[src/include/serial_bus_consts.svh]
// ********************
// serial memory bus constants
// widths, slave count and frame start code
// ********************

`ifndef SERIAL_BUS_CONSTS_SVH
`define SERIAL_BUS_CONSTS_SVH

// bits per data word
`define DATA_W 16

// word address inside one slave, 64 words
`define ADDR_W 6

// slaves on the bus and the id field that selects them
`define NUM_SLAVES 2
`define SLAVE_ID_W 2

// frame start pattern
`define START_CODE 3'b111

// burst length field, up to 15 words
`define MAX_BURST_W 4

`endif
[src/rtl/serial_bus_pkg.sv]
// ********************
// serial bus types: opcodes, FSM states, request and frame layouts
// ********************

`default_nettype none

`include "serial_bus_consts.svh"

package serial_bus_pkg;

    typedef enum logic {
        OP_READ  = 1'b0,
        OP_WRITE = 1'b1
    } bus_op_e;

    // one request at the master user port
    typedef struct packed {
        bus_op_e                 op;
        logic [`SLAVE_ID_W-1:0]  slave_id;
        logic [`ADDR_W-1:0]      addr;
        logic [`MAX_BURST_W-1:0] burst_len;
    } bus_req_t;

    // serial control frame, shifted out MSB first
    typedef struct packed {
        logic [2:0]              start;
        logic [`SLAVE_ID_W-1:0]  slave_id;
        bus_op_e                 rw;
        logic [`MAX_BURST_W-1:0] burst;
        logic [`ADDR_W-1:0]      addr;
    } ctrl_frame_t;

    localparam int FRAME_LEN = $bits(ctrl_frame_t);

    typedef enum logic [2:0] {
        M_IDLE,
        M_FRAME,
        M_WR_GET,
        M_WR_WAIT,
        M_WR_SHIFT,
        M_RD
    } master_state_e;

    typedef enum logic [3:0] {
        S_IDLE,
        S_FRAME,
        S_CHECK,
        S_RD_ADDR,
        S_RD_LOAD,
        S_RD_SHIFT,
        S_WR_SHIFT,
        S_WR_STORE
    } slave_state_e;

endpackage

`default_nettype wire

[src/rtl/serial_bus_top.sv]
// ********************
// serial bus top: one master, slaves on shared lines
// ********************

`timescale 1ns/1ps
`default_nettype none

`include "serial_bus_consts.svh"

module serial_bus_top (
    input  logic                     clk,
    input  logic                     rstN,
    input  serial_bus_pkg::bus_req_t req,
    input  logic                     req_valid,
    output logic                     req_ready,
    input  logic [`DATA_W-1:0]       wdata,
    input  logic                     wdata_valid,
    output logic                     wdata_ready,
    output logic [`DATA_W-1:0]       rdata,
    output logic                     rdata_valid,
    output logic                     rdata_last
);
    import serial_bus_pkg::*;

    // broadcast lines
    logic ctrl;
    logic wd;
    logic valid;
    logic last;

    // return lines, one per slave
    logic [`NUM_SLAVES-1:0] slave_rd;
    logic [`NUM_SLAVES-1:0] slave_ready;

    bus_master master_inst (
        .clk         (clk),
        .rstN        (rstN),
        .req         (req),
        .req_valid   (req_valid),
        .req_ready   (req_ready),
        .wdata       (wdata),
        .wdata_valid (wdata_valid),
        .wdata_ready (wdata_ready),
        .rdata       (rdata),
        .rdata_valid (rdata_valid),
        .rdata_last  (rdata_last),
        .ctrl        (ctrl),
        .wd          (wd),
        .valid       (valid),
        .last        (last),
        .rd          (|slave_rd),
        .ready       (|slave_ready)
    );

    for (genvar i = 0; i < `NUM_SLAVES; i++) begin : g_slave
        serial_slave #(
            .SLAVE_ID (i)
        ) slave_inst (
            .clk   (clk),
            .rstN  (rstN),
            .ctrl  (ctrl),
            .wd    (wd),
            .valid (valid),
            .last  (last),
            .rd    (slave_rd[i]),
            .ready (slave_ready[i])
        );
    end

endmodule

`default_nettype wire

[src/rtl/serial_slave.sv]
// ********************
// serial memory slave: decodes the control frame,
// runs single and burst transfers against its RAM
// ********************

`timescale 1ns/1ps
`default_nettype none

`include "serial_bus_consts.svh"

module serial_slave #(
    parameter int SLAVE_ID = 0
) (
    input  logic clk,
    input  logic rstN,
    input  logic ctrl,
    input  logic wd,
    input  logic valid,
    input  logic last,
    output logic rd,
    output logic ready
);
    import serial_bus_pkg::*;

    localparam int CNT_W = $clog2(`DATA_W) + 1;

    slave_state_e        state;
    logic [CNT_W-1:0]    bit_cnt;
    logic                selected;
    logic                last_seen;
    ctrl_frame_t         frame_q;
    logic [`ADDR_W-1:0]  addr;
    logic [`DATA_W-1:0]  rsr;
    logic [`DATA_W-1:0]  wsr;

    logic                ram_we;
    logic [`DATA_W-1:0]  ram_rdata;

    logic frame_shift;
    logic frame_done;
    logic id_match;
    logic bit_done;
    logic wr_take;
    logic rd_next;
    logic wr_next;

    assign frame_shift = ((state == S_IDLE) && ctrl) || (state == S_FRAME);
    assign frame_done  = (state == S_FRAME) && (bit_cnt == CNT_W'(FRAME_LEN - 1));
    assign id_match    = (frame_q.start == `START_CODE)
                      && (frame_q.slave_id == `SLAVE_ID_W'(SLAVE_ID));
    assign bit_done    = (bit_cnt == CNT_W'(`DATA_W - 1));
    assign wr_take     = (state == S_WR_SHIFT) && valid;

    // another word of the burst follows
    assign rd_next = (state == S_RD_SHIFT) && bit_done && !last;
    assign wr_next = (state == S_WR_STORE) && !last_seen;

    assign ram_we = (state == S_WR_STORE);

    // return lines gated by selection so the top can OR them
    assign ready = selected && ((state == S_RD_SHIFT) || (state == S_WR_SHIFT));
    assign rd    = selected && (state == S_RD_SHIFT) && rsr[`DATA_W-1];

    always_ff @(posedge clk or negedge rstN) begin
        if (!rstN) begin
            state     <= S_IDLE;
            bit_cnt   <= '0;
            selected  <= 1'b0;
            last_seen <= 1'b0;
        end else begin
            case (state)
                S_IDLE: begin
                    // first start bit already taken here
                    if (ctrl) begin
                        bit_cnt <= CNT_W'(1);
                        state   <= S_FRAME;
                    end
                end
                S_FRAME: begin
                    if (frame_done) begin
                        bit_cnt <= '0;
                        state   <= S_CHECK;
                    end else begin
                        bit_cnt <= bit_cnt + 1'b1;
                    end
                end
                S_CHECK: begin
                    if (id_match) begin
                        selected <= 1'b1;
                        state    <= (frame_q.rw == OP_WRITE) ? S_WR_SHIFT : S_RD_ADDR;
                    end else begin
                        state <= S_IDLE;
                    end
                end
                S_RD_ADDR: state <= S_RD_LOAD;
                S_RD_LOAD: state <= S_RD_SHIFT;
                S_RD_SHIFT: begin
                    if (bit_done) begin
                        bit_cnt <= '0;
                        if (last) begin
                            selected <= 1'b0;
                            state    <= S_IDLE;
                        end else begin
                            state <= S_RD_ADDR;
                        end
                    end else begin
                        bit_cnt <= bit_cnt + 1'b1;
                    end
                end
                S_WR_SHIFT: begin
                    if (wr_take) begin
                        if (bit_done) begin
                            bit_cnt   <= '0;
                            last_seen <= last;
                            state     <= S_WR_STORE;
                        end else begin
                            bit_cnt <= bit_cnt + 1'b1;
                        end
                    end
                end
                // ready low for this cycle while the RAM takes the word
                S_WR_STORE: begin
                    if (last_seen) begin
                        selected <= 1'b0;
                        state    <= S_IDLE;
                    end else begin
                        state <= S_WR_SHIFT;
                    end
                end
                default: state <= S_IDLE;
            endcase
        end
    end

    always_ff @(posedge clk) begin
        if (frame_shift) begin
            frame_q <= ctrl_frame_t'({frame_q[FRAME_LEN-2:0], ctrl});
        end
        if (state == S_CHECK) begin
            addr <= frame_q.addr;
        end else if (rd_next || wr_next) begin
            // wraps at the top of the RAM
            addr <= addr + 1'b1;
        end
        if (state == S_RD_LOAD) begin
            rsr <= ram_rdata;
        end else if (state == S_RD_SHIFT) begin
            rsr <= rsr << 1;
        end
        if (wr_take) begin
            wsr <= {wsr[`DATA_W-2:0], wd};
        end
    end

    slave_ram slave_ram_inst (
        .clk   (clk),
        .we    (ram_we),
        .waddr (addr),
        .raddr (addr),
        .wdata (wsr),
        .rdata (ram_rdata)
    );

    // a slave only answers a frame that carried its own id
    a_ready_selected: assert property (@(posedge clk) disable iff (!rstN)
        ready |-> selected && (frame_q.slave_id == `SLAVE_ID_W'(SLAVE_ID)));

endmodule

`default_nettype wire

[src/rtl/bus_master.sv]
// ********************
// serial bus master that serializes frames and write words
// and gathers read bits back into words
// ********************

`timescale 1ns/1ps
`default_nettype none

`include "serial_bus_consts.svh"

module bus_master (
    input  logic                   clk,
    input  logic                   rstN,
    input  serial_bus_pkg::bus_req_t req,
    input  logic                   req_valid,
    output logic                   req_ready,
    input  logic [`DATA_W-1:0]     wdata,
    input  logic                   wdata_valid,
    output logic                   wdata_ready,
    output logic [`DATA_W-1:0]     rdata,
    output logic                   rdata_valid,
    output logic                   rdata_last,
    output logic                   ctrl,
    output logic                   wd,
    output logic                   valid,
    output logic                   last,
    input  logic                   rd,
    input  logic                   ready
);
    import serial_bus_pkg::*;

    localparam int CNT_W = $clog2(`DATA_W) + 1;

    master_state_e             state;
    logic [CNT_W-1:0]          bit_cnt;
    logic [`MAX_BURST_W-1:0]   word_cnt;
    logic [`MAX_BURST_W-1:0]   final_idx;
    bus_op_e                   op_q;
    logic [FRAME_LEN-1:0]      frame_sr;
    logic [`DATA_W-1:0]        wsr;
    logic [`DATA_W-1:0]        rsr;
    ctrl_frame_t               frame_next;

    logic accept;
    logic frame_done;
    logic bit_done;
    logic is_final;
    logic wr_load;
    logic rd_take;
    logic [`DATA_W-1:0] rd_word;

    always_comb begin
        frame_next.start    = `START_CODE;
        frame_next.slave_id = req.slave_id;
        frame_next.rw       = req.op;
        frame_next.burst    = req.burst_len;
        frame_next.addr     = req.addr;
    end

    assign accept     = (state == M_IDLE) && req_valid;
    assign frame_done = (state == M_FRAME) && (bit_cnt == CNT_W'(FRAME_LEN - 1));
    assign bit_done   = (bit_cnt == CNT_W'(`DATA_W - 1));
    assign is_final   = (word_cnt == final_idx);
    assign wr_load    = (state == M_WR_GET) && wdata_valid;
    assign rd_take    = (state == M_RD) && ready;
    assign rd_word    = {rsr[`DATA_W-2:0], rd};

    // user side handshakes
    assign req_ready   = (state == M_IDLE);
    assign wdata_ready = (state == M_WR_GET);

    // serial lines stay low whenever idle
    assign ctrl  = (state == M_FRAME) && frame_sr[FRAME_LEN-1];
    assign valid = (state == M_WR_SHIFT);
    assign wd    = (state == M_WR_SHIFT) && wsr[`DATA_W-1];
    assign last  = is_final && ((state == M_WR_SHIFT) || (state == M_RD));

    always_ff @(posedge clk or negedge rstN) begin
        if (!rstN) begin
            state       <= M_IDLE;
            bit_cnt     <= '0;
            word_cnt    <= '0;
            rdata_valid <= 1'b0;
            rdata_last  <= 1'b0;
        end else begin
            rdata_valid <= 1'b0;
            rdata_last  <= 1'b0;
            case (state)
                M_IDLE: begin
                    if (accept) begin
                        bit_cnt  <= '0;
                        word_cnt <= '0;
                        state    <= M_FRAME;
                    end
                end
                M_FRAME: begin
                    if (frame_done) begin
                        bit_cnt <= '0;
                        state   <= (op_q == OP_WRITE) ? M_WR_GET : M_RD;
                    end else begin
                        bit_cnt <= bit_cnt + 1'b1;
                    end
                end
                M_WR_GET: begin
                    if (wr_load) begin
                        state <= M_WR_WAIT;
                    end
                end
                // hold the word until the slave can take it
                M_WR_WAIT: begin
                    if (ready) begin
                        state <= M_WR_SHIFT;
                    end
                end
                M_WR_SHIFT: begin
                    if (bit_done) begin
                        bit_cnt <= '0;
                        if (is_final) begin
                            state <= M_IDLE;
                        end else begin
                            word_cnt <= word_cnt + 1'b1;
                            state    <= M_WR_GET;
                        end
                    end else begin
                        bit_cnt <= bit_cnt + 1'b1;
                    end
                end
                M_RD: begin
                    if (rd_take) begin
                        if (bit_done) begin
                            bit_cnt     <= '0;
                            rdata_valid <= 1'b1;
                            rdata_last  <= is_final;
                            if (is_final) begin
                                state <= M_IDLE;
                            end else begin
                                word_cnt <= word_cnt + 1'b1;
                            end
                        end else begin
                            bit_cnt <= bit_cnt + 1'b1;
                        end
                    end
                end
                default: state <= M_IDLE;
            endcase
        end
    end

    // datapath registers
    always_ff @(posedge clk) begin
        if (accept) begin
            op_q      <= req.op;
            frame_sr  <= frame_next;
            // burst field 0 still moves one word
            final_idx <= (req.burst_len == '0) ? '0 : req.burst_len - 1'b1;
        end else if (state == M_FRAME) begin
            frame_sr <= frame_sr << 1;
        end
        if (wr_load) begin
            wsr <= wdata;
        end else if (state == M_WR_SHIFT) begin
            wsr <= wsr << 1;
        end
        if (rd_take) begin
            rsr <= rd_word;
            if (bit_done) begin
                rdata <= rd_word;
            end
        end
    end

    a_ctrl_valid_excl: assert property (@(posedge clk) disable iff (!rstN)
        !(ctrl && valid));

    // read words only come out of a request that asked for a read
    a_rdata_in_read: assert property (@(posedge clk) disable iff (!rstN)
        rdata_valid |-> (op_q == OP_READ));

endmodule

`default_nettype wire

[src/rtl/slave_ram.sv]
// ********************
// slave word storage, one write and one read port
// ********************

`timescale 1ns/1ps
`default_nettype none

`include "serial_bus_consts.svh"

module slave_ram (
    input  logic               clk,
    input  logic               we,
    input  logic [`ADDR_W-1:0] waddr,
    input  logic [`ADDR_W-1:0] raddr,
    input  logic [`DATA_W-1:0] wdata,
    output logic [`DATA_W-1:0] rdata
);

    localparam int DEPTH = 1 << `ADDR_W;

    logic [`DATA_W-1:0] mem [DEPTH];

    always_ff @(posedge clk) begin
        if (we) begin
            mem[waddr] <= wdata;
        end
    end

    // registered read, data one cycle after the address
    always_ff @(posedge clk) begin
        rdata <= mem[raddr];
    end

endmodule

`default_nettype wire

[config.mk]
export PLATFORM = sky130hd
export DESIGN_NAME = serial_bus_top
export DESIGN_NICKNAME = d
export VERILOG_FILES = /design/src/rtl/serial_bus_pkg.sv /design/src/rtl/serial_bus_top.sv /design/src/rtl/serial_slave.sv /design/src/rtl/bus_master.sv /design/src/rtl/slave_ram.sv
export VERILOG_INCLUDE_DIRS = /design/src /design/src/include
export SDC_FILE = /design/constraint.sdc
export NUM_CORES = 2
export LEC_CHECK = 0
export BUFFER_PORTS_ARGS = -buffer_cell sky130_fd_sc_hd__buf_4
export CAP_MARGIN = 20
export CORE_UTILIZATION = 63
export CTS_CLUSTER_DIAMETER = 40
export DETAILED_ROUTE_END_ITERATION = 10
export PLACE_DENSITY_LB_ADDON = 0.2
export SETUP_SLACK_MARGIN = 0.3
export SKIP_LAST_GASP = 1
export SLEW_MARGIN = 40
export SYNTH_ARGS = -nofsm -noshare
export SYNTH_HDL_FRONTEND = slang
export SYNTH_HIERARCHICAL = 1
export SYNTH_SLANG_ARGS = --single-unit
[constraint.sdc]
create_clock -name clk -period 3.8 [get_ports clk]
set_clock_uncertainty 0.1 [all_clocks]
set_input_delay 0.76 -clock clk [delete_from_list [all_inputs] [get_ports clk]]
set_output_delay 0.76 -clock clk [all_outputs]
set_load 0.005 [all_outputs]
Word-level counts from Yosys, hierarchy flattened
Memory sizes are Yosys's and may differ from the RTL's. A register that Yosys moved wholly into a read port is not among the register bits.
Index checks and enable logic that the tools add are counted.
{"block": "totals", "register_bits": 212, "mem_bits_rw": 2048, "input_bits": 33, "out_inout_bits": 20, "elab_cells": 242, "mem_count": 2}
{"block": "op_classes", "addsub": 7, "eq_ne": 50, "muxes": 79, "n_reduce_logical": 68}
{"name": "g_slave[0].slave_inst.slave_ram_inst.mem", "depth": 64, "width": 16, "rd": 1, "rd_clocked_by_memory_dff": 1, "wr": 1, "line_no": "slave_ram.sv:21", "rtl": "logic [`DATA_W-1:0] mem [DEPTH];"}
{"name": "g_slave[1].slave_inst.slave_ram_inst.mem", "depth": 64, "width": 16, "rd": 1, "rd_clocked_by_memory_dff": 1, "wr": 1, "line_no": "slave_ram.sv:21"}
{"op": "two-way mux 16 bit", "count": 6}
{"op": "case mux 4 bit (8 select lines)", "count": 2}
{"op": "two-way mux 4 bit", "count": 15}
{"op": "case mux 5 bit (4 select lines)", "count": 3}
{"op": "two-way mux 5 bit", "count": 11}
{"op": "!= test 2 x 1 -> 1 bit (second input constant)", "count": 21}
{"op": "two-way mux 3 bit", "count": 13}
{"op": "== test 4 x 3 -> 1 bit (second input constant)", "count": 8}
{"op": "logical AND 1 bit", "count": 27}
{"op": "two-way mux 13 bit", "count": 2}
{"op": "two-way mux 6 bit", "count": 4}
{"op": "AND reduction 5 bit", "count": 4}
{"op": "case mux 3 bit (6 select lines)", "count": 1}
{"op": "AND reduction 3 bit", "count": 6}
{"op": "two-way mux 1 bit", "count": 17}
{"op": "== test 4 x 2 -> 1 bit (second input constant)", "count": 4}
{"op": "adder 5 x 1 -> 5 bit (second input constant)", "count": 3}
{"op": "== test 5 x 4 -> 1 bit (second input constant)", "count": 3}
{"op": "adder 6 x 1 -> 6 bit (second input constant)", "count": 2}
{"op": "== test 3 bit (second input constant)", "count": 4}
{"op": "logical NOT 4 bit", "count": 3}
{"op": "case mux 4 bit (3 select lines)", "count": 1}
{"op": "nonzero test 2 bit", "count": 6}
{"op": "nonzero test 4 bit", "count": 3}
{"op": "18 further kinds", "count": 35}

Depth between registers and ports, before layout
{"block": "depth", "word_depth": 8, "depth_mapped": 10, "depth_no_buf": 8}

Modules after synthesis
Netlist, hierarchy kept.
{"mod": "slave_ram at g_slave[1].slave_inst.slave_ram_inst", "n_inst": 1, "cells_each": 1829, "area_each_um2": 40042.2, "seq_area_each_um2": 31069.8}
{"mod": "slave_ram at g_slave[0].slave_inst.slave_ram_inst", "n_inst": 1, "cells_each": 1828, "area_each_um2": 40019.6, "seq_area_each_um2": 31069.8}
{"mod": "bus_master", "n_inst": 1, "cells_each": 227, "area_each_um2": 3403.3, "seq_area_each_um2": 2362.3}
{"mod": "serial_slave at g_slave[1].slave_inst", "n_inst": 1, "cells_each": 176, "area_each_um2": 2711.4, "seq_area_each_um2": 1871.8}
{"mod": "serial_slave at g_slave[0].slave_inst", "n_inst": 1, "cells_each": 186, "area_each_um2": 2701.3, "seq_area_each_um2": 1871.8}
{"mod": "serial_bus_top", "n_inst": 1, "cells_each": 2, "area_each_um2": 12.5, "seq_area_each_um2": 0.0}

Worst setup path after synthesis
No wires, ideal clock.
{"block": "synth_path", "path_kind": "flip-flop to flip-flop", "start": "register g_slave[0].slave_inst.state[1]", "end": "memory g_slave[0].slave_inst/slave_ram_inst/mem[32][0] (netlist bit) (enable)", "setup_ns": 0.409, "t_arrival_ns": 2.399, "required_time_ns": 3.291, "slack_ns": 0.891, "path_stages_with_launch": 6, "path_buffers": 2, "period_less_slack_ns": 2.909, "path_cell_list": "dfrtp_1 > buf_2 > buf_1 > and3_1 > nand4b_1 > nor3_1"}
{"block": "synth_via", "elab_chain_len": 3}
{"item": "start: declaration", "line_no": "serial_slave.sv:27", "rtl": "slave_state_e state;"}
{"item": "start signal: assignment", "line_no": "serial_slave.sv:90", "rtl": "state <= (frame_q.rw == OP_WRITE) ? S_WR_SHIFT : S_RD_ADDR;"}
{"item": "== test 4 x 3 -> 1 bit", "line_no": "serial_slave.sv:58", "rtl": "assign ram_we = (state == S_WR_STORE);"}
{"item": "via g_slave[0].slave_inst.ram_we", "line_no": "serial_slave.sv:36", "rtl": "logic ram_we;"}
{"item": "two-way mux 1 bit", "line_no": "slave_ram.sv:24", "rtl": "if (we) begin"}
{"item": "two-way mux 1 bit (implied by the code)", "line_no": "slave_ram.sv:25", "rtl": "mem[waddr] <= wdata;"}
{"item": "end: declaration", "line_no": "slave_ram.sv:21"}
The timed path passes the listed nets, and every way through them passes these cells.

Worst setup path in the final report
{"block": "layout_path", "start": "register g_slave[1].slave_inst.state[0]", "end": "memory g_slave[1].slave_inst/slave_ram_inst/mem[46][15] (netlist bit) (enable)"}
{"block": "layout_via", "elab_chain_len": 3}
{"item": "start: declaration", "line_no": "serial_slave.sv:27"}
{"item": "start signal: assignment", "line_no": "serial_slave.sv:90"}
{"item": "== test 4 x 3 -> 1 bit", "line_no": "serial_slave.sv:58"}
{"item": "via g_slave[1].slave_inst.ram_we", "line_no": "serial_slave.sv:36"}
{"item": "two-way mux 1 bit", "line_no": "slave_ram.sv:24"}
{"item": "two-way mux 1 bit (implied by the code)", "line_no": "slave_ram.sv:25"}
{"item": "end: declaration", "line_no": "slave_ram.sv:21"}
The timed path passes the listed nets, and every way through them passes these cells.

==> results by group <==
STA
  • Fin. max-slew vios: 0
  • Fin crit period: 3230 ps
  • Slew @ Worst Pin: 995 ps
  • Fmax: 0.309 GHz
  • Fin. Hold Viols: 0
  • Setup TNS Final: 0 ps
  • Fin crit share: 85.1%
  • RSZ-0062 raised after global routing: false
  • Slew HR: 32.9%
  • Finish-stage setup viols: 0

Final layout
  • Area delta synth->final: 13.4%
  • Share of layout cells above drive strength 1: 27.3%
  • Sequential Area: 68200 µm²
  • Post-Layout Cell Count: 6704
  • Most common cell after layout, fill and taps aside: edfxtp_1
  • Fill cells: 7866
  • Commonest cells after routing, fill and taps aside: edfxtp_1, mux4_2, buf_4
  • Multi-input gate area: 19000 µm²
  • Nets: 4658

Clock network
  • Number of gates resized after CTS: 0
  • CTS tree: built
  • Clk buf depth: 3
  • Cts bufs inserted: 240
  • Clock transition at the registers of the reported paths: 60 ps
  • Worst-skew pair later-pin latency: 870 ps
  • Setup repair bufs after CTS: 0
  • CTS Root Cell: clkbuf_16
  • CTS H-tree depth: 4
  • Hold-fix buffers, CTS: 2
  • TritonCTS Sinks: 2290

Synthesis
  • Synthesized area: 88900 µm²
  • Seq/Total Area, Yosys: 76.8%
  • Post-synth ARST share: 1.48%
  • Post-Synthesis Cells: 4248
  • Cell variety after synth: 88
  • Post-synth top flop: edfxtp_1
  • Post-synthesis register bit count: 2290
  • Post-synth EDFFs: 2221
  • Post-Syn Nets: 4289
  • Synthesized area per cell: 20.9 µm²
  • Number of synthesis warnings: 6

Placed design
  • PortBufs: 52
  • Placed insts: 6248
  • Hpwl dp: 119 mm
  • Global placer's final weighted congestion: 0.882

Global routing
  • Initial antenna violation count: 7
  • Total gr overflow: 0
  • GRT Util Overall: 28.7%
  • Pin count of the biggest net entering global routing: 66
  • First-pass GRT wire length: 294 mm
  • Vias in the first global route: 43800

Hold path
  • Hold EP: master_inst/wsr[2]
  • Worst hold start: wdata[2]
  • Worst hold path class: primary input to flip-flop
  • Hold path depth: 2

Status
  • Status: completed

Flow run
  • Max_cap viols: 0

Critical path
  • Largest stage delay, worst path: 630 ps
  • R2r setup slk: 570 ps
  • Worst Path Arrival: 3670 ps
  • R2R cell count: 5
  • R2r endpoint: g_slave[1].slave_inst/slave_ram_inst/mem[46][15]
  • Worst Path Required: 4240 ps
  • Worst path top cell family by delay: simple AND/OR/NAND/NOR gates
  • CP bufs+invs: 1
  • Slowest-stage cell, CP: dfrtp_1
  • CP endpoint kind: flip-flop
  • CP cell instances: and3_1 -> nor2b_1 -> nand3_1 -> nor2_1 -> buf_4
  • Startpoint Class: flip-flop
  • Crit path kind: flip-flop to flip-flop
  • Crit Reg-Reg Startpoint: g_slave[1].slave_inst/state[0]
  • CP Max Fanout: 16

Drt
  • Routed Antenna Nets: 0
  • Total iterations of the first detailed-routing run: 5
  • Via Count: 43900
  • Via/cell ratio: 6.54
  • Routed WL per cell: 30.0 µm
  • DRC: 0
  • Drt total wl: 201 mm
  • Starting DRT DRC Count: 5394

Power
  • Power density over cell area: 590 nW/µm²
  • Worst vdd ir: 0.000440 V
  • Leakage: 0.0327 µW

Floorplanning
  • Core area: 140000 µm²
  • IO Count: 53
  • Chip width: 378 µm
  • Initial Util: 63.6%
  • Number of core rows: 137
  • Chip Height: 378 µm
  • Die area: 143000 µm²
==> per-stage QoR <==
step | worst slack [ps] | utilization, % | area (µm²) | hold slack [ps] | total power, µW
floorplan | 891 | - | 88900 | 300 | 34500
global placement | 357 | 66.3 | 92600 | 304 | 36500
detailed placement | 699 | 66.4 | 92700 | 306 | 36600
CTS | 691 | 72.1 | 101000 | 46.5 | 59700
global route | 482 | 72.2 | 101000 | 61.5 | 61200
finish | 566 | 72.2 | 101000 | 94.9 | 59500
==> worst max-delay path by stage <==
stage	startpoint	end	slack (ps)	depth (start not counted)
3_5_place_dp	g_slave[1].slave_inst/addr[0]	g_slave[1].slave_inst/slave_ram_inst/rdata[9]	700	5
5_1_grt	g_slave[1].slave_inst/state[0]	g_slave[1].slave_inst/slave_ram_inst/mem[46][12]	480	5
6_report	g_slave[1].slave_inst/state[0]	g_slave[1].slave_inst/slave_ram_inst/mem[46][15]	570	5
3_3_place_gp	g_slave[1].slave_inst/addr[0]	g_slave[1].slave_inst/slave_ram_inst/rdata[9]	360	5
2_1_floorplan	g_slave[0].slave_inst/state[1]	g_slave[0].slave_inst/slave_ram_inst/mem[32][0]	890	5
4_1_cts	g_slave[1].slave_inst/state[0]	g_slave[1].slave_inst/slave_ram_inst/mem[46][9]	690	5
==> sequential cells by signal, indices dropped and copies added (netlist names), 16 cells and up <==
register / flops
g_slave.slave_inst/slave_ram_inst/mem: 2048
g_slave.slave_inst/frame_q: 32
g_slave.slave_inst/rsr: 32
g_slave.slave_inst/slave_ram_inst/rdata: 32
g_slave.slave_inst/wsr: 32
master_inst/frame_sr: 16
master_inst/rdata: 16
master_inst/wsr: 16
==> synth_stat cells, drive strengths merged (12+ instances only) <==
library cell / count / area share (%)
nor2: 177 / 0.76
nor3: 20 / 0.13
nor2b: 67 / 0.48
mux2: 118 / 1.5
a22o: 15 / 0.15
a22oi: 80 / 0.68
dfrtp: 34 / 0.96
a211oi: 18 / 0.15
nand4: 26 / 0.19
mux2i: 170 / 1.9
a211o: 17 / 0.17
dfxtp: 35 / 0.79
mux4: 448 / 11
nand2b: 15 / 0.11
a31oi: 20 / 0.14
a21oi: 46 / 0.26
inv: 18 / 0.076
nand3: 67 / 0.38
edfxtp: 2221 / 75
a221o: 12 / 0.14
nand2: 155 / 0.67
and2: 13 / 0.093
a41oi: 12 / 0.12
a311oi: 17 / 0.17
o21ai: 47 / 0.28
clkbuf: 57 / 0.25
buf: 176 / 1.6
a221oi: 32 / 0.32
==> report_power, final <==
group,switching (µW),leakage [µW],internal (µW),total (µW)
Clock,10000,0.00387,13300,23300
Combinational,4230,0.00813,3140,7380
Sequential,466,0.0207,28300,28800
==> layer usage <==
metal  GRT usage, %  routed length, µm
met2           46.9             101000
met3           4.42              15500
met1           39.3              76300
met4           11.3               8100
met5              0                 50
==> cell families (layout without fill, tap and decap cells) <==
family,count (synthesis),after routing,share of synthesized area (%)
XOR/XNOR,13,13,0.128
multiplexers,736,736,14.9
adder cells (fa/ha/maj),8,8,0.113
flip-flops,2290,2290,76.8
other,0,1,0
buffers and inverters,251,830,1.88
AND/OR/NAND/NOR,594,594,3.30
AO/OA/AOI/OAI,356,356,2.95
==> cell type report <==
class | instances | share of cell area [%]
multi-input combinational | 1707 | 18.9
inverter | 18 | 0.0670
clock buffer | 279 | 6.15
sequential | 2290 | 67.7
timing repair buffer | 360 | 3.03
clock inverter | 173 | 1.84
antenna | 1 | 0.00248
tap | 1876 | 2.33
Note: power is estimated with default switching activity, not from simulation.
